**config.mk**
```make
export PLATFORM = sky130hd
export DESIGN_NAME = lsu_addr_stage_flat
export DESIGN_NICKNAME = d
export VERILOG_FILES = /design/src/logic/lsu_pkg.sv /design/src/logic/lsu_stage_if.sv /design/src/logic/lsu_addr_stage.sv /design/src/flat_wrapper.sv
export VERILOG_INCLUDE_DIRS = /design/src /design/src/logic
export SDC_FILE = /design/constraint.sdc
export NUM_CORES = 1
export LEC_CHECK = 0
export BUFFER_PORTS_ARGS = -buffer_cell sky130_fd_sc_hd__buf_2
export CORE_ASPECT_RATIO = 1.1
export CORE_MARGIN = 3
export CORE_UTILIZATION = 48
export CTS_BUF_LIST = sky130_fd_sc_hd__clkbuf_2
export DETAILED_ROUTE_END_ITERATION = 16
export GPL_TIMING_DRIVEN = 0
export PLACE_DENSITY = 0.88
export SLEW_MARGIN = 20
export SYNTH_ARGS = -nofsm -noshare
export SYNTH_HDL_FRONTEND = slang
export SYNTH_SLANG_ARGS = --single-unit
```
**constraint.sdc**
```tcl
create_clock -name clk -period 0.8 [get_ports clk]
set_clock_uncertainty 0.1 [all_clocks]
set_input_delay 0.08 -clock clk [delete_from_list [all_inputs] [get_ports clk]]
set_output_delay 0.08 -clock clk [all_outputs]
set_load 0.02 [all_outputs]
```
**src/logic/lsu_macros.svh**
```systemverilog
// Widths, DCCM geometry and configuration register map shared by the LSU RTL and testbench
`ifndef LSU_MACROS_SVH
`define LSU_MACROS_SVH

// ***************************************************************************
// DCCM geometry
// ***************************************************************************
`define LSU_DCCM_WORDS     256           // 32-bit words in the DCCM
`define LSU_DCCM_ADDR_W    8             // Word index width
`define LSU_OFFSET_W       12            // Signed immediate offset
`define LSU_ECC_W          7             // Hamming bits plus overall parity

// ***************************************************************************
// Configuration register map
// ***************************************************************************
`define LSU_CFG_ADDR_W     4
`define LSU_CFG_BASE_ADDR  4'h0          // DCCM window base
`define LSU_CFG_CTRL_ADDR  4'h1          // Bit 0 turns ECC off
`define LSU_CFG_SECNT_ADDR 4'h2          // Corrected single-error count

// Window base out of reset
`define LSU_DCCM_BASE_RST  32'hF004_0000

`endif

```
**src/logic/lsu_pkg.sv**
```systemverilog
// Shared LSU types and SECDED helpers, imported by every LSU block and the testbench
`default_nettype none

`include "lsu_macros.svh"

package lsu_pkg;

   // ************************************************************************
   // Width types
   // ************************************************************************
   typedef logic [31:0]                   lsu_word_t;     // Data or address
   typedef logic [`LSU_OFFSET_W-1:0]      lsu_offset_t;
   typedef logic [`LSU_ECC_W-1:0]         lsu_ecc_t;      // {parity, hamming[5:0]}
   typedef logic [`LSU_DCCM_ADDR_W-1:0]   lsu_dccm_idx_t;
   typedef logic [`LSU_CFG_ADDR_W-1:0]    lsu_cfg_addr_t;

   typedef enum logic [1:0] {
      LSU_SIZE_BYTE = 2'd0,
      LSU_SIZE_HALF = 2'd1,
      LSU_SIZE_WORD = 2'd2
   } lsu_size_t;

   // Fault causes, reported with rsp_error
   typedef enum logic [1:0] {
      LSU_CAUSE_NONE       = 2'd0,
      LSU_CAUSE_MISALIGNED = 2'd1,
      LSU_CAUSE_STORE_SIZE = 2'd2,
      LSU_CAUSE_RANGE      = 2'd3
   } lsu_cause_t;

   // Hamming codeword length without the overall parity bit
   localparam int unsigned LSU_CODE_BITS = 32 + `LSU_ECC_W - 1;

   // Data bits sit at the non power-of-two positions 3..38
   function automatic lsu_ecc_t lsu_ecc_encode(input lsu_word_t data);
      lsu_ecc_t    ecc;
      int unsigned k;
      ecc = '0;
      k   = 0;
      for (int unsigned p = 1; p <= LSU_CODE_BITS; p++) begin
         if ((p & (p - 1)) != 0) begin    // Skip check-bit slots
            for (int unsigned i = 0; i < `LSU_ECC_W - 1; i++) begin
               if (p[i]) ecc[i] = ecc[i] ^ data[k];
            end
            k++;
         end
      end
      ecc[`LSU_ECC_W-1] = ^{data, ecc[`LSU_ECC_W-2:0]};  // Overall parity
      return ecc;
   endfunction

   // Low bits give the flipped position, top bit is the overall parity check
   function automatic lsu_ecc_t lsu_ecc_syndrome(input lsu_word_t data, input lsu_ecc_t ecc);
      lsu_ecc_t calc;
      calc = lsu_ecc_encode(data);
      return {^{data, ecc}, calc[`LSU_ECC_W-2:0] ^ ecc[`LSU_ECC_W-2:0]};
   endfunction

endpackage

`default_nettype wire

```
**src/logic/lsu_stage_if.sv**
```systemverilog
// M-stage access descriptor, driven by the address stage and read by the DCCM and result stage
`timescale 1ns/1ps
`default_nettype none

interface lsu_stage_if;
   import lsu_pkg::*;

   logic          valid;        // Access held in M
   logic          store;
   logic          unsigned_ld;  // Zero extend sub-word loads
   lsu_size_t     size;
   logic [1:0]    byte_off;     // Address bits 1:0
   lsu_dccm_idx_t idx;          // Word index into the DCCM
   lsu_word_t     wdata;
   lsu_cause_t    cause;        // NONE for a clean access

   modport src (output valid, store, unsigned_ld, size, byte_off, idx, wdata, cause);
   modport snk (input  valid, store, unsigned_ld, size, byte_off, idx, wdata, cause);

endinterface

`default_nettype wire

```
**src/logic/lsu_addr_stage.sv**
```systemverilog
// LSU address stage: effective address, fault classification and the M-stage register
`timescale 1ns/1ps
`default_nettype none

`include "lsu_macros.svh"

module lsu_addr_stage (
   input  wire                     clk,
   input  wire                     arst_n,
   input  wire                     req_valid,
   input  wire                     req_store,
   input  wire                     req_unsigned,
   input  wire lsu_pkg::lsu_size_t   req_size,
   input  wire lsu_pkg::lsu_word_t   req_rs1,
   input  wire lsu_pkg::lsu_word_t   req_wdata,
   input  wire lsu_pkg::lsu_offset_t req_offset,
   input  wire lsu_pkg::lsu_word_t   dccm_base,
   lsu_stage_if.src                m,
   output logic                    m_busy
);
   import lsu_pkg::*;

   lsu_word_t  eff_addr;       // rs1 + sign extended offset
   lsu_word_t  rel_addr;       // Byte offset into the DCCM window
   logic       out_of_range;
   logic       bad_store;      // Sub-word stores are not supported
   logic       misaligned;
   lsu_cause_t cause_d;

   // ************************************************************************
   // Address and fault checks
   // ************************************************************************
   assign eff_addr = req_rs1 +
                     {{(32-`LSU_OFFSET_W){req_offset[`LSU_OFFSET_W-1]}}, req_offset};
   assign rel_addr = eff_addr - dccm_base;   // Wraps below base, so one compare

   assign out_of_range = (rel_addr >= 32'(4 * `LSU_DCCM_WORDS));
   assign bad_store    = req_store && (req_size != LSU_SIZE_WORD);
   assign misaligned   = ((req_size == LSU_SIZE_HALF) && eff_addr[0]) ||
                         ((req_size == LSU_SIZE_WORD) && (eff_addr[1:0] != 2'b00));

   // Range first, then store size, then alignment
   always_comb begin
      if (out_of_range)    cause_d = LSU_CAUSE_RANGE;
      else if (bad_store)  cause_d = LSU_CAUSE_STORE_SIZE;
      else if (misaligned) cause_d = LSU_CAUSE_MISALIGNED;
      else                 cause_d = LSU_CAUSE_NONE;
   end

   // ************************************************************************
   // M-stage register
   // ************************************************************************
   always_ff @(posedge clk or negedge arst_n) begin
      if (!arst_n) m.valid <= 1'b0;
      else         m.valid <= req_valid;   // No stall, one per cycle
   end

   // Descriptor only loads with a request
   always_ff @(posedge clk) begin
      if (req_valid) begin
         m.store       <= req_store;
         m.unsigned_ld <= req_unsigned;
         m.size        <= req_size;
         m.byte_off    <= eff_addr[1:0];
         m.idx         <= rel_addr[`LSU_DCCM_ADDR_W+1:2];
         m.wdata       <= req_wdata;
         m.cause       <= cause_d;
      end
   end

   assign m_busy = m.valid;

   // A store held in M without a cause is a word store on a word boundary
   a_fault_reaches_m: assert property (@(posedge clk) disable iff (!arst_n)
      (m.valid && m.store && m.cause == LSU_CAUSE_NONE)
      |-> (m.size == LSU_SIZE_WORD && m.byte_off == 2'b00));

endmodule

`default_nettype wire

```
**src/flat_wrapper.sv**
```systemverilog
// flat-port wrapper written by rule: the top's interface ports become plain ports
module lsu_addr_stage_flat import lsu_pkg::*;
  (clk, arst_n, req_valid, req_store, req_unsigned, req_size, req_rs1, req_wdata, req_offset, dccm_base, m_busy, m_valid, m_store, m_unsigned_ld, m_size, m_byte_off, m_idx, m_wdata, m_cause);
  lsu_stage_if m_i ();
  input  wire clk;
  input  wire arst_n;
  input  wire req_valid;
  input  wire req_store;
  input  wire req_unsigned;
  input  wire lsu_pkg::lsu_size_t req_size;
  input  wire lsu_pkg::lsu_word_t req_rs1;
  input  wire lsu_pkg::lsu_word_t req_wdata;
  input  wire lsu_pkg::lsu_offset_t req_offset;
  input  wire lsu_pkg::lsu_word_t dccm_base;
  output logic m_busy;
  output wire logic [$bits(m_i.valid)-1:0] m_valid;
  output wire logic [$bits(m_i.store)-1:0] m_store;
  output wire logic [$bits(m_i.unsigned_ld)-1:0] m_unsigned_ld;
  output wire logic [$bits(m_i.size)-1:0] m_size;
  output wire logic [$bits(m_i.byte_off)-1:0] m_byte_off;
  output wire logic [$bits(m_i.idx)-1:0] m_idx;
  output wire logic [$bits(m_i.wdata)-1:0] m_wdata;
  output wire logic [$bits(m_i.cause)-1:0] m_cause;
  assign m_valid = m_i.valid;
  assign m_store = m_i.store;
  assign m_unsigned_ld = m_i.unsigned_ld;
  assign m_size = m_i.size;
  assign m_byte_off = m_i.byte_off;
  assign m_idx = m_i.idx;
  assign m_wdata = m_i.wdata;
  assign m_cause = m_i.cause;
  lsu_addr_stage u_core (.clk(clk), .arst_n(arst_n), .req_valid(req_valid), .req_store(req_store), .req_unsigned(req_unsigned), .req_size(req_size), .req_rs1(req_rs1), .req_wdata(req_wdata), .req_offset(req_offset), .dccm_base(dccm_base), .m(m_i), .m_busy(m_busy));
endmodule
```
==> out/qor.csv <==
metric,value,unit
grt_pass1_wl,24000,um
layout_commonest_cell,buf_2,
finalSetupViolations,61,
violations,"hold timing, setup timing",
syn_inst,576,
ys_seq_elements,49,
cts.sinks,49,
worstPathArrival,4230,ps
synth_edf_count,48,
ant_nets,0,
worstSetupStartpoint,req_rs1[0],
fill_cells,688,
max-cap-violations,0,
max-vdd-ir-drop,1.18,mV
register_area,0.00147,mm2
ys_types,74,
drv_slew,0,
cts.clk_slew.worst_paths,220,ps
cts_buffer_depth,2,
coreArea,0.0101,mm2
overflow,0,
row_count,38,
hold_start,req_offset[0],
dieArea,0.0119,mm2
cts_tree,built,
cts_root_buf,clkbuf_2,
finalCriticalPeriod,4140,ps
yosys_warnings,0,
numCtsBuffers,5,
avgRoutedWirePerCell,17.0,um
max-slew-margin-rel,58.0,%
post-dp-hpwl,10600,um
dp.cells,880,
synth_top_area_share,28.2,%
netlist_top_cells_area,"edfxtp_1, ha_1, a21oi_1",
start_util,50.4,%
fin_cells,954,
multi_input_comb_area,0.00384,mm2
place.gp.congestion,0.905,
h-tree-depth,2,
drt_iter0_drc,381,
syn-num-nets,755,
rsz0062_at_grt,yes,
pin_count,165,
ys_seq_area_share,28.7,%
drtPass1Iterations,5,
synthFlopType,edfxtp_1,
nNetsFinal,991,
antenna_found_initial,1,
drive_above_1_share,36.0,%
cts_hold_buf,38,
hold_class,primary input to register,
critPathMaxFanout,4,
power,13.3,mW
startpoint_type,primary input,
die_h,114,um
grt_pass1_vias,5019,
hold_ws,-124,ps
p_leak,3.34,nW
grt_max_degree,50,
setup_ws,-3340,ps
drt-total-wl,16200,um
syn_area_per_cell,8.87,um2
layout_common_cells,"buf_2, inv_1, a21oi_1, ha_1, edfxtp_1",
vias,5337,
syn_area,0.00511,mm2
crit_end,u_core.m.cause[1],
area_growth,46.4,%
hold_viol,2,
worst_setup_path_end_kind,register,
post-route-period-util,517,%
worst-setup-path-type,primary input to register,
worstPathRequired,900,ps
gr-usage-all-layers,24.3,%
yosys.area.top_type,edfxtp_1,
via_per_inst,5.59,
outcome,"complete, but fails checks",
fmax,0.242,GHz
drc_errors,0,
die_x,104,um
p_per_area,1780,mW/mm2
synthArstFlopShare,2.04,%
tightestPinTransition,622,ps
portBuffers,164,
how the worst min path moves through the flow:
| stage | endpoint | slack (ps) | cells after the start |
|---|---|---|---|
| 4_1_cts | u_core.m.byte_off[0] | -130 | 2 |
| 3_5_place_dp | u_core.m.valid | -240 | 1 |
| 5_1_grt | u_core.m.byte_off[0] | -200 | 2 |
| 6_report | u_core.m.byte_off[0] | -120 | 2 |
| 3_3_place_gp | u_core.m.valid | -240 | 1 |
| 2_1_floorplan | u_core.m.valid | -320 | 0 |
cell families after synthesis:
logic type                 Yosys count  synth area share (%)
and+or+nand+nor                    159                  16.3
xor gates and xnor gates            44                  7.54
buffers and inverters               62                  5.05
DFF                                 49                  28.7
AOI/OAI and AO/OA                  192                  25.3
muxes                                6                  1.20
adders and majority gates           64                  16.0
metal layers:
layer	GRT usage [%]	wire length, um
met3	4.00	1020
met4	6.91	415
met2	45.5	8220
met5	0	0
met1	28.7	6590
power breakdown:
part / switching (mW) / total, mW / internal [mW]
Sequential: 0.167 / 3.39 / 3.22
Clock: 0.752 / 1.29 / 0.537
Combinational: 4.76 / 8.63 / 3.88
Total: 5.67 / 13.3 / 7.64
through the flow:
step | TNS, ps | hold slack, ps | instance area, um2 | utilization (%) | setup slack [ps]
2_1_floorplan | -17550 | -316 | 5150 | - | -3330
3_3_place_gp | -48190 | -244 | 6140 | 60.6 | -4130
3_5_place_dp | -47960 | -244 | 6140 | 60.6 | -4190
4_1_cts | -34440 | -127 | 7090 | 70.0 | -3180
5_1_grt | -40780 | -201 | 7480 | 73.8 | -3460
6_report | -36490 | -124 | 7480 | 73.8 | -3340
state kept, by name, indices dropped and copies added, names as in the netlist:
signal / cells
u_core.m.cause: 2
u_core.m.idx: 8
u_core.m.size: 2
u_core.m.valid: 1
u_core.m.store: 1
u_core.m.unsigned_ld: 1
u_core.m.byte_off: 2
u_core.m.wdata: 32
cell type report:
| class | count | area share (%) |
|---|---|---|
| Antenna cell | 1 | 0.0335 |
| Buffer | 8 | 0.786 |
| Clock buffer | 6 | 0.402 |
| Clock inverter | 2 | 0.469 |
| Inverter | 53 | 2.69 |
| Multi-Input combinational cell | 465 | 51.3 |
| Sequential cell | 49 | 19.6 |
| Tap cell | 140 | 2.34 |
| Timing Repair Buffer | 230 | 22.3 |
Yosys cell counts (all sizes together), types with 9 or more instances:
cell    count
nor2       28
edfxtp     48
xor2       14
nand3      14
o21ai      28
a21o       21
nor3       15
ha         62
a211oi     11
xnor2      30
o211ai      9
nand2b     10
inv        53
a21oi      69
nand2      47
what timing repair did:
action | 4_1_cts | 5_1_grt
resized for setup | 78 | 88
endpoints found under the setup margin | 109 | 61
hold endpoints to repair | 40 | 2
buffers inserted | 23 | 6
pin swaps | 16 | 14
worst max-delay path, cell delays in order:
cell and delay, ps:
buf_6 80, ha_4 140, inv_4 40, fa_2 370
inv_2 70, a21o_1 140, a41o_1 260, a211oi_4 100
or3_4 380, a21oi_4 160, buf_4 130, a31oi_1 100
xnor2_1 150, ha_1 250, a21oi_2 180, o21bai_1 90
a21oi_2 200, o21a_1 150, o31a_1 180, mux2i_1 320
o211ai_1 180, nor4_2 240, buf_4 160, nand4b_1 90
No activity file was read; power rests on OpenSTA's default activity.
