<file path="src/logic/lsu_macros.svh">
// Widths, DCCM geometry and configuration register map shared by the LSU RTL and testbench
`ifndef LSU_MACROS_SVH
`define LSU_MACROS_SVH

// ***************************************************************************
// DCCM geometry
// ***************************************************************************
`define LSU_DCCM_WORDS     256           // 32-bit words in the DCCM
`define LSU_DCCM_ADDR_W    8             // Word index width
`define LSU_OFFSET_W       12            // Signed immediate offset
`define LSU_ECC_W          7             // Hamming bits plus overall parity

// ***************************************************************************
// Configuration register map
// ***************************************************************************
`define LSU_CFG_ADDR_W     4
`define LSU_CFG_BASE_ADDR  4'h0          // DCCM window base
`define LSU_CFG_CTRL_ADDR  4'h1          // Bit 0 turns ECC off
`define LSU_CFG_SECNT_ADDR 4'h2          // Corrected single-error count

// Window base out of reset
`define LSU_DCCM_BASE_RST  32'hF004_0000

`endif

</file>
<file path="src/logic/lsu_pkg.sv">
// Shared LSU types and SECDED helpers, imported by every LSU block and the testbench
`default_nettype none

`include "lsu_macros.svh"

package lsu_pkg;

   // ************************************************************************
   // Width types
   // ************************************************************************
   typedef logic [31:0]                   lsu_word_t;     // Data or address
   typedef logic [`LSU_OFFSET_W-1:0]      lsu_offset_t;
   typedef logic [`LSU_ECC_W-1:0]         lsu_ecc_t;      // {parity, hamming[5:0]}
   typedef logic [`LSU_DCCM_ADDR_W-1:0]   lsu_dccm_idx_t;
   typedef logic [`LSU_CFG_ADDR_W-1:0]    lsu_cfg_addr_t;

   typedef enum logic [1:0] {
      LSU_SIZE_BYTE = 2'd0,
      LSU_SIZE_HALF = 2'd1,
      LSU_SIZE_WORD = 2'd2
   } lsu_size_t;

   // Fault causes, reported with rsp_error
   typedef enum logic [1:0] {
      LSU_CAUSE_NONE       = 2'd0,
      LSU_CAUSE_MISALIGNED = 2'd1,
      LSU_CAUSE_STORE_SIZE = 2'd2,
      LSU_CAUSE_RANGE      = 2'd3
   } lsu_cause_t;

   // Hamming codeword length without the overall parity bit
   localparam int unsigned LSU_CODE_BITS = 32 + `LSU_ECC_W - 1;

   // Data bits sit at the non power-of-two positions 3..38
   function automatic lsu_ecc_t lsu_ecc_encode(input lsu_word_t data);
      lsu_ecc_t    ecc;
      int unsigned k;
      ecc = '0;
      k   = 0;
      for (int unsigned p = 1; p <= LSU_CODE_BITS; p++) begin
         if ((p & (p - 1)) != 0) begin    // Skip check-bit slots
            for (int unsigned i = 0; i < `LSU_ECC_W - 1; i++) begin
               if (p[i]) ecc[i] = ecc[i] ^ data[k];
            end
            k++;
         end
      end
      ecc[`LSU_ECC_W-1] = ^{data, ecc[`LSU_ECC_W-2:0]};  // Overall parity
      return ecc;
   endfunction

   // Low bits give the flipped position, top bit is the overall parity check
   function automatic lsu_ecc_t lsu_ecc_syndrome(input lsu_word_t data, input lsu_ecc_t ecc);
      lsu_ecc_t calc;
      calc = lsu_ecc_encode(data);
      return {^{data, ecc}, calc[`LSU_ECC_W-2:0] ^ ecc[`LSU_ECC_W-2:0]};
   endfunction

endpackage

`default_nettype wire

</file>
<file path="src/logic/lsu_stage_if.sv">
// M-stage access descriptor, driven by the address stage and read by the DCCM and result stage
`timescale 1ns/1ps
`default_nettype none

interface lsu_stage_if;
   import lsu_pkg::*;

   logic          valid;        // Access held in M
   logic          store;
   logic          unsigned_ld;  // Zero extend sub-word loads
   lsu_size_t     size;
   logic [1:0]    byte_off;     // Address bits 1:0
   lsu_dccm_idx_t idx;          // Word index into the DCCM
   lsu_word_t     wdata;
   lsu_cause_t    cause;        // NONE for a clean access

   modport src (output valid, store, unsigned_ld, size, byte_off, idx, wdata, cause);
   modport snk (input  valid, store, unsigned_ld, size, byte_off, idx, wdata, cause);

endinterface

`default_nettype wire

</file>
<file path="src/logic/lsu_result_stage.sv">
// LSU result stage: SECDED check and correction, load alignment and the registered response
`timescale 1ns/1ps
`default_nettype none

`include "lsu_macros.svh"

module lsu_result_stage (
   input  wire                clk,
   input  wire                arst_n,
   lsu_stage_if.snk           m,
   input  wire lsu_pkg::lsu_word_t rd_data,
   input  wire lsu_pkg::lsu_ecc_t  rd_ecc,
   input  wire                ecc_dis,
   output logic               sec_pulse,      // Corrected load, to the counter
   output logic               rsp_valid,
   output lsu_pkg::lsu_word_t rsp_data,
   output logic               rsp_error,
   output lsu_pkg::lsu_cause_t rsp_cause,
   output logic               rsp_ecc_single,
   output logic               rsp_ecc_double,
   output logic               r_busy
);
   import lsu_pkg::*;

   // R-stage descriptor
   logic       r_valid;
   logic       r_store;
   logic       r_unsigned;
   lsu_size_t  r_size;
   logic [1:0] r_off;
   lsu_cause_t r_cause;

   logic       chk_en;
   lsu_ecc_t   syn;
   logic       sec;
   logic       ded;
   logic       err_d;
   lsu_word_t  corr_data;
   lsu_word_t  shifted;
   lsu_word_t  ld_data;

   always_ff @(posedge clk or negedge arst_n) begin
      if (!arst_n) r_valid <= 1'b0;
      else         r_valid <= m.valid;
   end

   always_ff @(posedge clk) begin
      if (m.valid) begin
         r_store    <= m.store;
         r_unsigned <= m.unsigned_ld;
         r_size     <= m.size;
         r_off      <= m.byte_off;
         r_cause    <= m.cause;
      end
   end

   // ************************************************************************
   // SECDED check, only for clean loads with ECC on
   // ************************************************************************
   assign chk_en = r_valid && !r_store && (r_cause == LSU_CAUSE_NONE) && !ecc_dis;
   assign syn    = lsu_ecc_syndrome(rd_data, rd_ecc);
   assign sec    = chk_en && (|syn) && syn[`LSU_ECC_W-1];     // Odd parity, one flip
   assign ded    = chk_en && (|syn) && !syn[`LSU_ECC_W-1];    // Even parity, two flips

   // Flip the data bit the syndrome points at
   always_comb begin
      int unsigned k;
      corr_data = rd_data;
      k         = 0;
      for (int unsigned p = 1; p <= LSU_CODE_BITS; p++) begin
         if ((p & (p - 1)) != 0) begin
            if (sec && syn[`LSU_ECC_W-2:0] == p[`LSU_ECC_W-2:0]) corr_data[k] = ~rd_data[k];
            k++;
         end
      end
   end

   // Field extraction and extension
   assign shifted = corr_data >> {r_off, 3'b000};

   always_comb begin
      case (r_size)
         LSU_SIZE_BYTE: ld_data = {{24{!r_unsigned && shifted[7]}}, shifted[7:0]};
         LSU_SIZE_HALF: ld_data = {{16{!r_unsigned && shifted[15]}}, shifted[15:0]};
         default:       ld_data = corr_data;
      endcase
   end

   assign err_d     = (r_cause != LSU_CAUSE_NONE) || ded;   // Double error keeps cause NONE
   assign sec_pulse = sec;

   // ************************************************************************
   // Response register
   // ************************************************************************
   always_ff @(posedge clk or negedge arst_n) begin
      if (!arst_n) begin
         rsp_valid      <= 1'b0;
         rsp_error      <= 1'b0;
         rsp_ecc_single <= 1'b0;
         rsp_ecc_double <= 1'b0;
      end else begin
         rsp_valid      <= r_valid;
         rsp_error      <= r_valid && err_d;
         rsp_ecc_single <= sec;
         rsp_ecc_double <= ded;
      end
   end

   always_ff @(posedge clk) begin
      if (r_valid) begin
         rsp_cause <= r_cause;
         rsp_data  <= (r_store || err_d) ? '0 : ld_data;   // Stores and errors return zero
      end
   end

   assign r_busy = r_valid;

   // Single and double classification exclude each other
   a_ecc_excl: assert property (@(posedge clk) disable iff (!arst_n)
      !(rsp_ecc_single && rsp_ecc_double));

endmodule

`default_nettype wire

</file>
<file path="src/flat_wrapper.sv">
// flat-port wrapper written by rule: the top's interface ports become plain ports
module lsu_result_stage_flat import lsu_pkg::*;
  (clk, arst_n, rd_data, rd_ecc, ecc_dis, sec_pulse, rsp_valid, rsp_data, rsp_error, rsp_cause, rsp_ecc_single, rsp_ecc_double, r_busy, m_valid, m_store, m_unsigned_ld, m_size, m_byte_off, m_idx, m_wdata, m_cause);
  lsu_stage_if m_i ();
  input  wire clk;
  input  wire arst_n;
  input  wire lsu_pkg::lsu_word_t rd_data;
  input  wire lsu_pkg::lsu_ecc_t rd_ecc;
  input  wire ecc_dis;
  output logic sec_pulse;
  output logic rsp_valid;
  output lsu_pkg::lsu_word_t rsp_data;
  output logic rsp_error;
  output lsu_pkg::lsu_cause_t rsp_cause;
  output logic rsp_ecc_single;
  output logic rsp_ecc_double;
  output logic r_busy;
  input wire logic [$bits(m_i.valid)-1:0] m_valid;
  input wire logic [$bits(m_i.store)-1:0] m_store;
  input wire logic [$bits(m_i.unsigned_ld)-1:0] m_unsigned_ld;
  input wire logic [$bits(m_i.size)-1:0] m_size;
  input wire logic [$bits(m_i.byte_off)-1:0] m_byte_off;
  input wire logic [$bits(m_i.idx)-1:0] m_idx;
  input wire logic [$bits(m_i.wdata)-1:0] m_wdata;
  input wire logic [$bits(m_i.cause)-1:0] m_cause;
  assign m_i.valid = m_valid;
  assign m_i.store = m_store;
  assign m_i.unsigned_ld = m_unsigned_ld;
  assign m_i.size = m_size;
  assign m_i.byte_off = m_byte_off;
  assign m_i.idx = m_idx;
  assign m_i.wdata = m_wdata;
  assign m_i.cause = m_cause;
  lsu_result_stage u_core (.clk(clk), .arst_n(arst_n), .m(m_i), .rd_data(rd_data), .rd_ecc(rd_ecc), .ecc_dis(ecc_dis), .sec_pulse(sec_pulse), .rsp_valid(rsp_valid), .rsp_data(rsp_data), .rsp_error(rsp_error), .rsp_cause(rsp_cause), .rsp_ecc_single(rsp_ecc_single), .rsp_ecc_double(rsp_ecc_double), .r_busy(r_busy));
endmodule
</file>
<file path="config.mk">
export PLATFORM = sky130hd
export DESIGN_NAME = lsu_result_stage_flat
export DESIGN_NICKNAME = d
export VERILOG_FILES = /design/src/logic/lsu_pkg.sv /design/src/logic/lsu_stage_if.sv /design/src/logic/lsu_result_stage.sv /design/src/flat_wrapper.sv
export VERILOG_INCLUDE_DIRS = /design/src /design/src/logic
export SDC_FILE = /design/constraint.sdc
export NUM_CORES = 1
export LEC_CHECK = 0
export BUFFER_PORTS_ARGS = -buffer_cell sky130_fd_sc_hd__buf_2
export CAP_MARGIN = 10
export CORE_UTILIZATION = 51
export DETAILED_ROUTE_END_ITERATION = 10
export HOLD_SLACK_MARGIN = 0.03
export PLACE_DENSITY_LB_ADDON = 0.1
export SYNTH_ARGS = -nofsm -noshare
export SYNTH_HDL_FRONTEND = slang
export SYNTH_SLANG_ARGS = --single-unit
</file>
<file path="constraint.sdc">
create_clock -name clk -period 4 [get_ports clk]
set_input_delay 0.2 -clock clk [delete_from_list [all_inputs] [get_ports clk]]
set_output_delay 0.2 -clock clk [all_outputs]
set_load 0.01 [all_outputs]
</file>
==> summary.txt, run 1 <==
Floorplanning
  • Die width: about 90 um
  • Initial core utilization: 0.541
  • CORE AREA: around 6900 sq um
  • I/O Pins: 131
  • Site Rows: 30
  • DIE AREA: 7710 sq um
  • Die H: 87.8 um

Cells and area
  • Share of layout cells above drive strength 1: 0.308
  • Final nets: ~530
  • FF/Latch Area: ~1400 sq um
  • Antenna Cells: 0
  • Multi-input gate area: roughly 2300 sq um
  • Fillers: about 580
  • Layout area overhead: 19.0%

Global route
  • M2 GR Usage: 0.455
  • Total track usage: 0.257
  • Top Usage Layer GRT: met2
  • Largest net degree at the start of global routing: 38
  • Met3 Usage GRT: 0.0311
  • Number of global-route vias before repair: roughly 2900
  • Grt ovf: 0
  • Antenna violations before repair: 0
  • GR Layer Usage met1: 0.331
  • First-pass GRT wire length: between 10 and 15 mm

STA
  • Final Hold Fails: 0
  • Max Fclk: around 0.29 GHz
  • Worst Skew: 10.4 ps
  • Post-route setup slack: ~510 ps
  • Tmin final: roughly 3500 ps
  • RSZ-0062 raised after global routing: no
  • Slew @ Worst Pin: around 540 ps
  • Slew HR: 0.639
  • Endpoints failing setup: 0
  • Final Cycle Share: 0.873
  • Final number of max-transition violations: 0
  • Total negative slack: 0 ps

Critical path
  • Endpoint class of the critical path: flip-flop
  • Reg2reg end: u_core.rsp_data[13]
  • Worst setup SP type: primary input
  • Worst-path maximum fanout: 3
  • Worst r2r path cells: 9
  • CP arrival: about 3600 ps
  • Worst r2r src: u_core.r_cause[1]
  • Setup CP Type: primary input to flip-flop
  • R2R Setup Slk: 1110 ps
  • Required @ worst endpoint: between 4000 and 5000 ps

Detailed routing
  • DRT iter0 DRCs: ~150
  • Drt wl/cell: 17.6 um
  • DR DRC count: 0
  • Vias per inst: between 5 and 6
  • Vias: ~3000
  • Total Wirelength: between 9 and 10 mm
  • Remaining antenna violation count: 0
  • Pre-Repair DR Iteration Count: 5

Logic synthesis
  • #FFs+latches synth: 47
  • YS warnings: 0
  • Syn_nets: 434
  • Top FF cell, synth: edfxtp_1
  • Asr flop ratio synth: 0.106
  • Yosys top cell by area: edfxtp_1
  • Post-synth EDFFs: between 40 and 50
  • Ranking of synthesized cells by area: edfxtp_1 34%, xnor2_1 11%, xnor3_1 8.4%, xor2_1 6.1%, dfrtp_1 3.3%
  • Yosys top cell area share: 0.336
  • Synth Instances: about 340
  • Cell variety after synth: 49
  • Syn_area_per_cell: between 10 and 15 sq um
  • Syn Std Cell Area: about 3800 sq um
  • Sequential fraction of the synthesis area: 0.369

Power
  • Lkg Pwr: 0.00196 uW
  • Switching power: between 800 and 900 uW
  • Combinational power share: 0.566
  • Maximum vdd drop: 0.446 mV
  • Ratio of total power to cell area: 451 nW/um^2
  • Reg power frac: 0.283
  • Pint: 1180 uW
  • Sw Share: 0.415
  • Clock power frac: 0.151

Placed design
  • Dpl ws: between 150 and 200 ps
  • Port Buf Inserts: 90
  • Global placer's final weighted congestion: approximately 0.92
  • Hpwl dp: between 7 and 8 mm

Clock network
  • CTS H-tree depth: 2
  • TritonCTS clock tree: yes
  • # clock sinks: 47
  • Clk pin slew, worst setup/hold paths: approximately 100 ps
  • TritonCTS buffer count: 5
  • Root buffer cell: clkbuf_8
  • Longest Clk Path Bufs: 2
  • Worst skew pair latency: 300 ps
  • Post-CTS Setup Repair Bufs: 0

Job
  • Maxcap violations: 0

Hold path
  • Hold Crit Class: primary input to flip-flop
  • Hold endpoint: u_core.r_unsigned
  • Hold depth: 1
  • Hold Startpoint: m_unsigned_ld

Status
  • Outcome: complete, no violations
## state kept, by name, indices dropped and copies added, names as in the netlist
name                   flops
u_core.rsp_ecc_double      1
u_core.r_store             1
u_core.rsp_error           1
u_core.rsp_valid           1
u_core.r_cause             2
u_core.r_unsigned          1
u_core.rsp_cause           2
u_core.r_size              2
u_core.rsp_ecc_single      1
u_core.r_busy              1
u_core.rsp_data           32
u_core.r_off               2
## timing repair
item | in CTS | in global routing
gates resized for setup | 0 | 0
endpoints found under the hold margin | 5 | 0
hold buffers | 1 | 0
## power groups by stage
stage | registers, uW | clock network (uW) | logic [uW]
global route | 573 | 325 | 1230
global placement | 581 | 0 | 1120
detailed placement | 582 | 0 | 1140
CTS | 570 | 306 | 1140
floorplan | 589 | 0 | 812
finish | 571 | 304 | 1140
## through the flow
step | power, uW | cell area, sq um | hold slack [ps] | util | instances
floorplan | 1400 | 3750 | -95.6 | - | 343
global placement | 1700 | 4360 | 17.5 | 0.628 | 525
detailed placement | 1720 | 4360 | 20.6 | 0.628 | 525
CTS | 2020 | 4470 | 65.0 | 0.644 | 534
global route | 2120 | 4470 | 51.6 | 0.644 | 534
finish | 2020 | 4470 | 66.9 | 0.644 | 534
## Yosys cell counts, drive strengths merged (6+ instances only)
master	instances
xor2	27
nor2	26
nand3	13
edfxtp	42
mux2i	9
o211ai	13
inv	6
xnor2	52
a31oi	6
or2	6
nand2	23
xnor3	18
o21ai	10
nor4	14
clkbuf	6
nor3	8
buf	7
a21oi	6
## per-layer routing
layer,share of wire,vias to the layer above
li1,-,1453
met1,0.42,1442
met2,0.52,99
met3,0.039,10
met4,0.015,0
met5,0,-
## layout make-up
type                            count  share of cell area
Clock buffer                        5              0.0154
Clock inverter                      3             0.00616
Inverter                            6             0.00504
Multi-Input combinational cell    277               0.513
Sequential cell                    47               0.310
Tap cell                           96              0.0269
Timing Repair Buffer              100               0.124
## critical path, stage by stage
cell	delay (ps)
buf_2	120
xnor3_2	490
xnor2_4	210
xnor3_2	530
xor2_2	270
mux2_4	350
or4_4	510
xor2_1	320
mux2i_1	160
a221oi_1	260
o21ai_0	110
## worst max-delay path by stage
| stage | startpoint | to | slack (ps) | depth (start not counted) |
|---|---|---|---|---|
| 2_1_floorplan | rd_data[2] | u_core.rsp_data[31] | 650 | 11 |
| 3_3_place_gp | rd_data[2] | u_core.rsp_data[13] | 210 | 11 |
| 3_5_place_dp | rd_data[2] | u_core.rsp_data[13] | 180 | 11 |
| 4_1_cts | rd_data[2] | u_core.rsp_data[13] | 510 | 11 |
| 5_1_grt | rd_data[2] | u_core.rsp_data[26] | 250 | 12 |
| 6_report | rd_data[2] | u_core.rsp_data[13] | 510 | 11 |
## placed cells by master (no fill, tap or decap), types with 3 or more instances in the layout
master,synthesis,layout
or2_2,6,6
mux2i_1,8,8
buf_2,5,90
nor4_1,12,12
nor2_1,26,26
nand2b_1,4,4
buf_4,0,7
nor2b_1,4,4
xnor3_2,4,4
o22ai_1,4,4
xnor3_1,14,14
a221oi_1,4,4
nand3_1,13,13
nand2_1,23,23
a31oi_1,6,6
a211oi_1,3,3
o211a_1,3,3
xnor2_1,48,48
edfxtp_1,42,42
o21ai_0,9,9
o211ai_1,13,13
dfrtp_1,5,5
inv_1,5,5
nand4_1,3,3
clkbuf_8,0,5
nor3_1,8,8
xor2_1,26,26
a21oi_1,6,6
## cell families after synthesis
group           synth area share
simple gates               0.149
mux                       0.0330
compound gates             0.118
buf+inv                   0.0207
flops                      0.369
xor+xnor                   0.310
No activity file was read; power rests on OpenSTA's default activity.
==> inputs of run 2 (changes only) <==
Settings changed: PLACE_DENSITY_LB_ADDON 0.1 to 0.12, REMOVE_ABC_BUFFERS from default to 1.
==> run 2 against run 1 <==
- combinational power is essentially flat
- first-iteration DRC count increased by 17%
- critical path depth did not move
- sequential share of layout area about the same
- clock skew fell by 4.7 ps
- hold slack better by 2.7 ps
- largest cell class unchanged
- highest routed layer unchanged
==> summary.txt, run 2 (synthesis gave the netlist of run 1 again) <==
Critical path
  • CP arrival: 3560 ps (was 3550 ps)
  • Setup CP Type: primary input to flip-flop (unchanged)
  • Worst setup SP type: primary input (unchanged)
  • Worst-path maximum fanout: 5 (was 3)
  • Required @ worst endpoint: 4040 ps (was 4060 ps)
  • Endpoint class of the critical path: flip-flop (unchanged)

STA
  • Slew @ Worst Pin: 518 ps (was 538 ps)
  • RSZ-0062 raised after global routing: no (unchanged)
  • Tmin final: 3520 ps (was 3490 ps)
  • Final number of max-transition violations: 0 (unchanged)
  • Final Cycle Share: 0.879 (was 0.873)
  • Max Fclk: 0.284 GHz (was 0.286 GHz)
  • Final hold slack: 69.6 ps (was 66.9 ps)
  • Total negative slack: 0 ps (unchanged)
  • Endpoints failing setup: 0 (unchanged)
  • Worst Skew: 5.70 ps (was 10.4 ps)
  • Final Hold Fails: 0 (unchanged)
  • Slew HR: 0.652 (was 0.639)
  • Post-route setup slack: 485 ps (was 508 ps)

Cells and area
  • Largest reg by FF count: u_core.rsp_data (unchanged)
  • Layout area overhead: 19.1% (was 19.0%)
  • Util after Layout: 0.644 (about the same)
  • Number of flip-flops in the largest register: 32 (unchanged)
  • Share of layout cells above drive strength 1: 0.309 (was 0.308)
  • Commonest non-fill, non-tap cell in the layout: buf_2 (unchanged)
  • Most frequent cells in the layout: 90 x buf_2, 48 x xnor2_1, 42 x edfxtp_1 (unchanged)
  • Antenna Cells: 0 (unchanged)
  • Final nets: 530 (was 528)
  • Fillers: 592 (was 576)
  • Cell area after layout: 4470 sq um (about the same)

Job
  • Maxcap violations: 0 (unchanged)

Detailed routing
  • Metal3 WL: 439 um (was 366 um)
  • DRT iter0 DRCs: 175 (was 149)
  • DR DRC count: 0 (unchanged)
  • Remaining antenna violation count: 0 (unchanged)
  • Vias per inst: 5.51 (was 5.63)
  • DR top layer: met4 (unchanged)
  • Pre-Repair DR Iteration Count: 5 (unchanged)
  • Total Wirelength: 9.28 mm (was 9.39 mm)
  • Drt wl/cell: 17.3 um (was 17.6 um)
  • Met1 WL: 3.95 mm (was 3.99 mm)
  • Vias: 2951 (was 3004)
  • DR WL met2: 4.78 mm (was 4.90 mm)

Placed design
  • Port Buf Inserts: 90 (unchanged)
  • Global placer's final weighted congestion: 0.903 (was 0.917)
  • Dpl ws: 163 ps (was 184 ps)
  • Area of placed instances: 4380 sq um (was 4360 sq um)
  • Hpwl dp: 7.72 mm (was 7.86 mm)

Floorplanning
  • CORE AREA: 6940 sq um (unchanged)
  • Die H: 87.8 um (unchanged)
  • Initial core utilization: 0.541 (unchanged)
  • DIE AREA: 7710 sq um (unchanged)
  • I/O Pins: 131 (unchanged)
  • Site Rows: 30 (unchanged)
  • Die width: 87.8 um (unchanged)

Hold path
  • Hold Crit Class: primary input to flip-flop (unchanged)

Power
  • Lkg Pwr: 0.00196 uW (about the same)
  • Ratio of total power to cell area: 448 nW/um^2 (was 451 nW/um^2)
  • Maximum vdd drop: 0.476 mV (was 0.446 mV)

Clock network
  • Clk pin slew, worst setup/hold paths: 80 ps (was 100 ps)
  • Post-CTS Setup Repair Bufs: 0 (unchanged)
  • Post-CTS resize count: 0 (unchanged)
  • Worst skew pair latency: 300 ps (about the same)
  • TritonCTS clock tree: yes (unchanged)
  • CTS H-tree depth: 2 (unchanged)
  • # clock sinks: 47 (unchanged)
  • Root buffer cell: clkbuf_8 (unchanged)
  • TritonCTS buffer count: 5 (unchanged)
  • CTS Hold Buffers Added: 1 (unchanged)
  • Longest Clk Path Bufs: 2 (unchanged)

Global route
  • First-pass GRT wire length: 14.4 mm (was 14.9 mm)
  • Grt ovf: 0 (unchanged)
  • Antenna violations before repair: 0 (unchanged)
  • Total track usage: 0.251 (was 0.257)
  • Number of global-route vias before repair: 2832 (was 2926)
  • Largest net degree at the start of global routing: 38 (unchanged)

Status
  • Outcome: complete, no violations (unchanged)
==> run 2: cell types whose count changed in the layout (fill, tap and decap cells not counted), sizes merged <==
cell    change
clkinv      +1
buf         +2
inv         -2
clkbuf      +1
==> run 2: area by class of cell <==
class / instances / area, sq um / share of cell area
Clock inverter: 2 / 12.5 / 0.00280
Tap cell: 96 / 120 / 0.0269
Timing Repair Buffer: 102 / 568 / 0.127
Multi-Input combinational cell: 277 / 2290 / 0.512
Sequential cell: 47 / 1390 / 0.310
Inverter: 6 / 22.5 / 0.00503
Clock buffer: 6 / 72.6 / 0.0162
==> run 2: critical path, stage by stage <==
cell      delay [ps]
buf_2            120
xnor3_1          500
xnor3_2          480
xnor2_4          260
xor2_2           280
mux2_4           350
or4_4            510
xor2_1           300
mux2i_1          160
a221oi_1         270
o21ai_0          120
==> run 2: report_power, final <==
part | switching, uW | internal (uW) | leakage (uW)
sequential | 13.0 | 558 | 0.000539
clock | 153 | 122 | 0.0000412
combinational | 653 | 504 | 0.00138
total | 819 | 1180 | 0.00196
==> run 2: final timing paths <==
kind                       slack, ps               from  cells after the start               endpoint
setup / recovery                 480        rd_data[30]                     11    u_core.rsp_data[13]
hold / removal                    70         m_cause[1]                      1      u_core.r_cause[1]
setup reg to reg                1120  u_core.r_cause[1]                      9    u_core.rsp_data[13]
hold reg to reg                  500  u_core.r_cause[1]                      0    u_core.rsp_cause[1]
max in group asynchronous       3620             arst_n                      2  u_core.rsp_ecc_double
min in group asynchronous        250             arst_n                      2       u_core.rsp_valid
==> run 2: metal layers <==
metal	vias up	GRT usage
met5	-	0
met4	0	0.0641
met3	11	0.0396
met2	102	0.450
met1	1381	0.315
li1	1457	-
==> run 2: through the flow <==
stage	total power, uW	std cells
3_3_place_gp	1720	527
6_report	2000	536
2_1_floorplan	1400	330
5_1_grt	2100	536
4_1_cts	2000	536
3_5_place_dp	1720	527
==> inputs of run 3 (changes only) <==
Settings changed: CORE_UTILIZATION 51 to 46.
Clock period 4 ns to 3.1 ns, I/O delays scaled along.
==> run 3 against run 2 <==
- sequential power is 30% higher
- the flow now finishes with violations (negative setup slack)
- global-route usage is 1.6 points higher
- via count up 21%
- first-iteration DRC count is 17% lower
- clock-buffer cell count down 1
- die area is 11% higher
- critical endpoint unchanged
- wire length is 22% higher
- critical path type unchanged
- final cell count up 24%
- flip-flop and latch count unchanged
==> summary.txt, run 3 (synthesis gave the netlist of run 1 again) <==
Status
  • Outcome: complete, but fails checks (was complete, no violations)
  • Failing checks: negative setup slack

Hold path
  • Hold Crit Class: primary input to flip-flop (unchanged)

STA
  • Slew @ Worst Pin: 561 ps (was 518 ps)
  • Final Hold Fails: 0 (unchanged)
  • Tmin final: slightly above 3000 ps
  • Final Cycle Share: 1.01
  • Post-route setup slack: -18.8 ps (was 485 ps)
  • Slew HR: 0.626 (was 0.652)
  • Endpoints failing setup: 1 (was 0)
  • RSZ-0062 raised after global routing: yes (was no)
  • Max Fclk: about 0.32 GHz
  • Worst Skew: 15.1 ps (was 5.70 ps)
  • Final number of max-transition violations: 0 (unchanged)

Floorplanning
  • DIE AREA: 8530 sq um (was 7710 sq um)
  • CORE AREA: 7810 sq um (was 6940 sq um)
  • I/O Pins: 131 (unchanged)
  • Site Rows: 32 (was 30)
  • Die width: 92.3 um (was 87.8 um)
  • Initial core utilization: 0.481 (was 0.541)
  • Die H: 92.3 um (was 87.8 um)

Cells and area
  • Final Non-Filler Cells: 666 (was 536)
  • Layout area overhead: 55.2% (was 19.1%)
  • Most frequent cells in the layout: 122 x buf_4, 88 x buf_2, 42 x edfxtp_1 (was 90 x buf_2, 48 x xnor2_1, 42 x edfxtp_1)
  • Share of layout cells above drive strength 1: 0.527 (was 0.309)
  • Fillers: 608 (was 592)
  • Cell area after layout: 5830 sq um (was 4470 sq um)
  • Antenna Cells: 0 (unchanged)
  • Largest reg by FF count: u_core.rsp_data (unchanged)
  • Util after Layout: 0.746 (was 0.644)
  • Number of flip-flops in the largest register: 32 (unchanged)
  • Final nets: 654 (was 530)
  • Commonest non-fill, non-tap cell in the layout: buf_4 (was buf_2)

Power
  • Ratio of total power to cell area: 612 nW/um^2 (was 448 nW/um^2)
  • Maximum vdd drop: 0.624 mV (was 0.476 mV)
  • Power, Total: 3570 uW (was 2000 uW)
  • Lkg Pwr: 0.00268 uW (was 0.00196 uW)

Clock network
  • Worst skew pair latency: 300 ps (about the same)
  • CTS H-tree depth: 2 (unchanged)
  • Clk pin slew, worst setup/hold paths: 90 ps (was 80 ps)
  • Longest Clk Path Bufs: 2 (unchanged)
  • # clock sinks: 47 (unchanged)
  • TritonCTS clock tree: yes (unchanged)
  • TritonCTS buffer count: 5 (unchanged)
  • Root buffer cell: clkbuf_8 (unchanged)

Placed design
  • Area of placed instances: 5160 sq um (was 4380 sq um)
  • Placed cell count: 638 (was 527)
  • Port Buf Inserts: 90 (unchanged)
  • Hpwl dp: 9.00 mm (was 7.72 mm)
  • Global placer's final weighted congestion: 0.934 (was 0.903)

Global route
  • Number of global-route vias before repair: 3499 (was 2832)
  • Grt ovf: 0 (unchanged)
  • First-pass GRT wire length: 17.6 mm (was 14.4 mm)
  • Antenna violations before repair: 0 (unchanged)
  • Largest net degree at the start of global routing: 38 (unchanged)
  • Total track usage: 0.268 (was 0.251)

Detailed routing
  • Total Wirelength: 11.4 mm (was 9.28 mm)
  • DRT iter0 DRCs: 145 (was 175)
  • Pre-Repair DR Iteration Count: 5 (unchanged)
  • Remaining antenna violation count: 0 (unchanged)
  • DR DRC count: 0 (unchanged)
  • Vias: 3570 (was 2951)
  • Drt wl/cell: 17.1 um (was 17.3 um)
  • Vias per inst: 5.36 (was 5.51)

Critical path
  • Required @ worst endpoint: 3150 ps (was 4040 ps)
  • Worst-path maximum fanout: 4 (was 5)
  • Endpoint class of the critical path: flip-flop (unchanged)
  • Worst setup SP type: primary input (unchanged)
  • CP arrival: 3170 ps (was 3560 ps)
  • Setup CP Type: primary input to flip-flop (unchanged)

Job
  • Maxcap violations: 0 (unchanged)
[run 3: through the flow]
stage	hold WS [ps]	TNS [ps]	setup slack, ps
finish	87.6	-18.8	-18.8
global route	90.2	-1600	-118
CTS	30.9	-19.1	-12.3
detailed placement	-21.6	-16720	-588
global placement	-25.4	-13290	-480
floorplan	-141	-7110	-341
[run 3: worst paths after layout]
kind / depth (start not counted) / from / slack (ps) / to
max in group asynchronous: 2 / arst_n / 2790 / u_core.rsp_valid
worst max register to register: 9 / u_core.r_cause[1] / 260 / u_core.rsp_data[13]
worst min-delay path: 1 / m_valid / 90 / u_core.r_busy
worst max-delay path: 13 / rd_data[13] / -20 / u_core.rsp_data[13]
min in group asynchronous: 2 / arst_n / 180 / u_core.r_busy
worst min register to register: 0 / u_core.r_cause[1] / 530 / u_core.rsp_cause[1]
[run 3: layout make-up]
class                      count  area [sq um]  area share
multi-input combinational    277          2640       0.453
timing repair buffer         226          1530       0.263
sequential                    47          1390       0.238
tap                          102           128      0.0219
clock buffer                   5          68.8      0.0118
clock inverter                 3          46.3     0.00795
inverter                       6          22.5     0.00387
[run 3: layer usage]
metal / share of wire / up-vias / global-route usage
li1: - / 1702 / -
met1: 0.39 / 1706 / 0.324
met2: 0.54 / 133 / 0.502
met3: 0.043 / 29 / 0.0279
met4: 0.027 / 0 / 0.0677
met5: 0 / - / 0
[run 3: critical path: stages]
cell and delay, ps:
buf_2 120, xnor2_2 230, xnor3_2 490, buf_4 170
xnor2_4 210, buf_4 170, nand2_1 80, mux2_4 300
or4_4 520, xor2_4 220, mux2i_2 110, a221oi_1 280
o21ai_1 110
[run 3: power by group]
group	leakage (uW)	total [uW]	switching, uW	internal (uW)
registers	0.000539	741	20.2	720
clock network	0.0000548	459	216	243
logic	0.00209	2370	1120	1240
total	0.00268	3570	1360	2210
[run 3: timing repair]
item,in CTS,in global routing
setup endpoints to repair,32,32
pin swaps,18,21
setup buffers,6,4
endpoints found under the hold margin,12,1
gates resized for setup,16,49
gates cloned,0,1
hold buffers,8,1
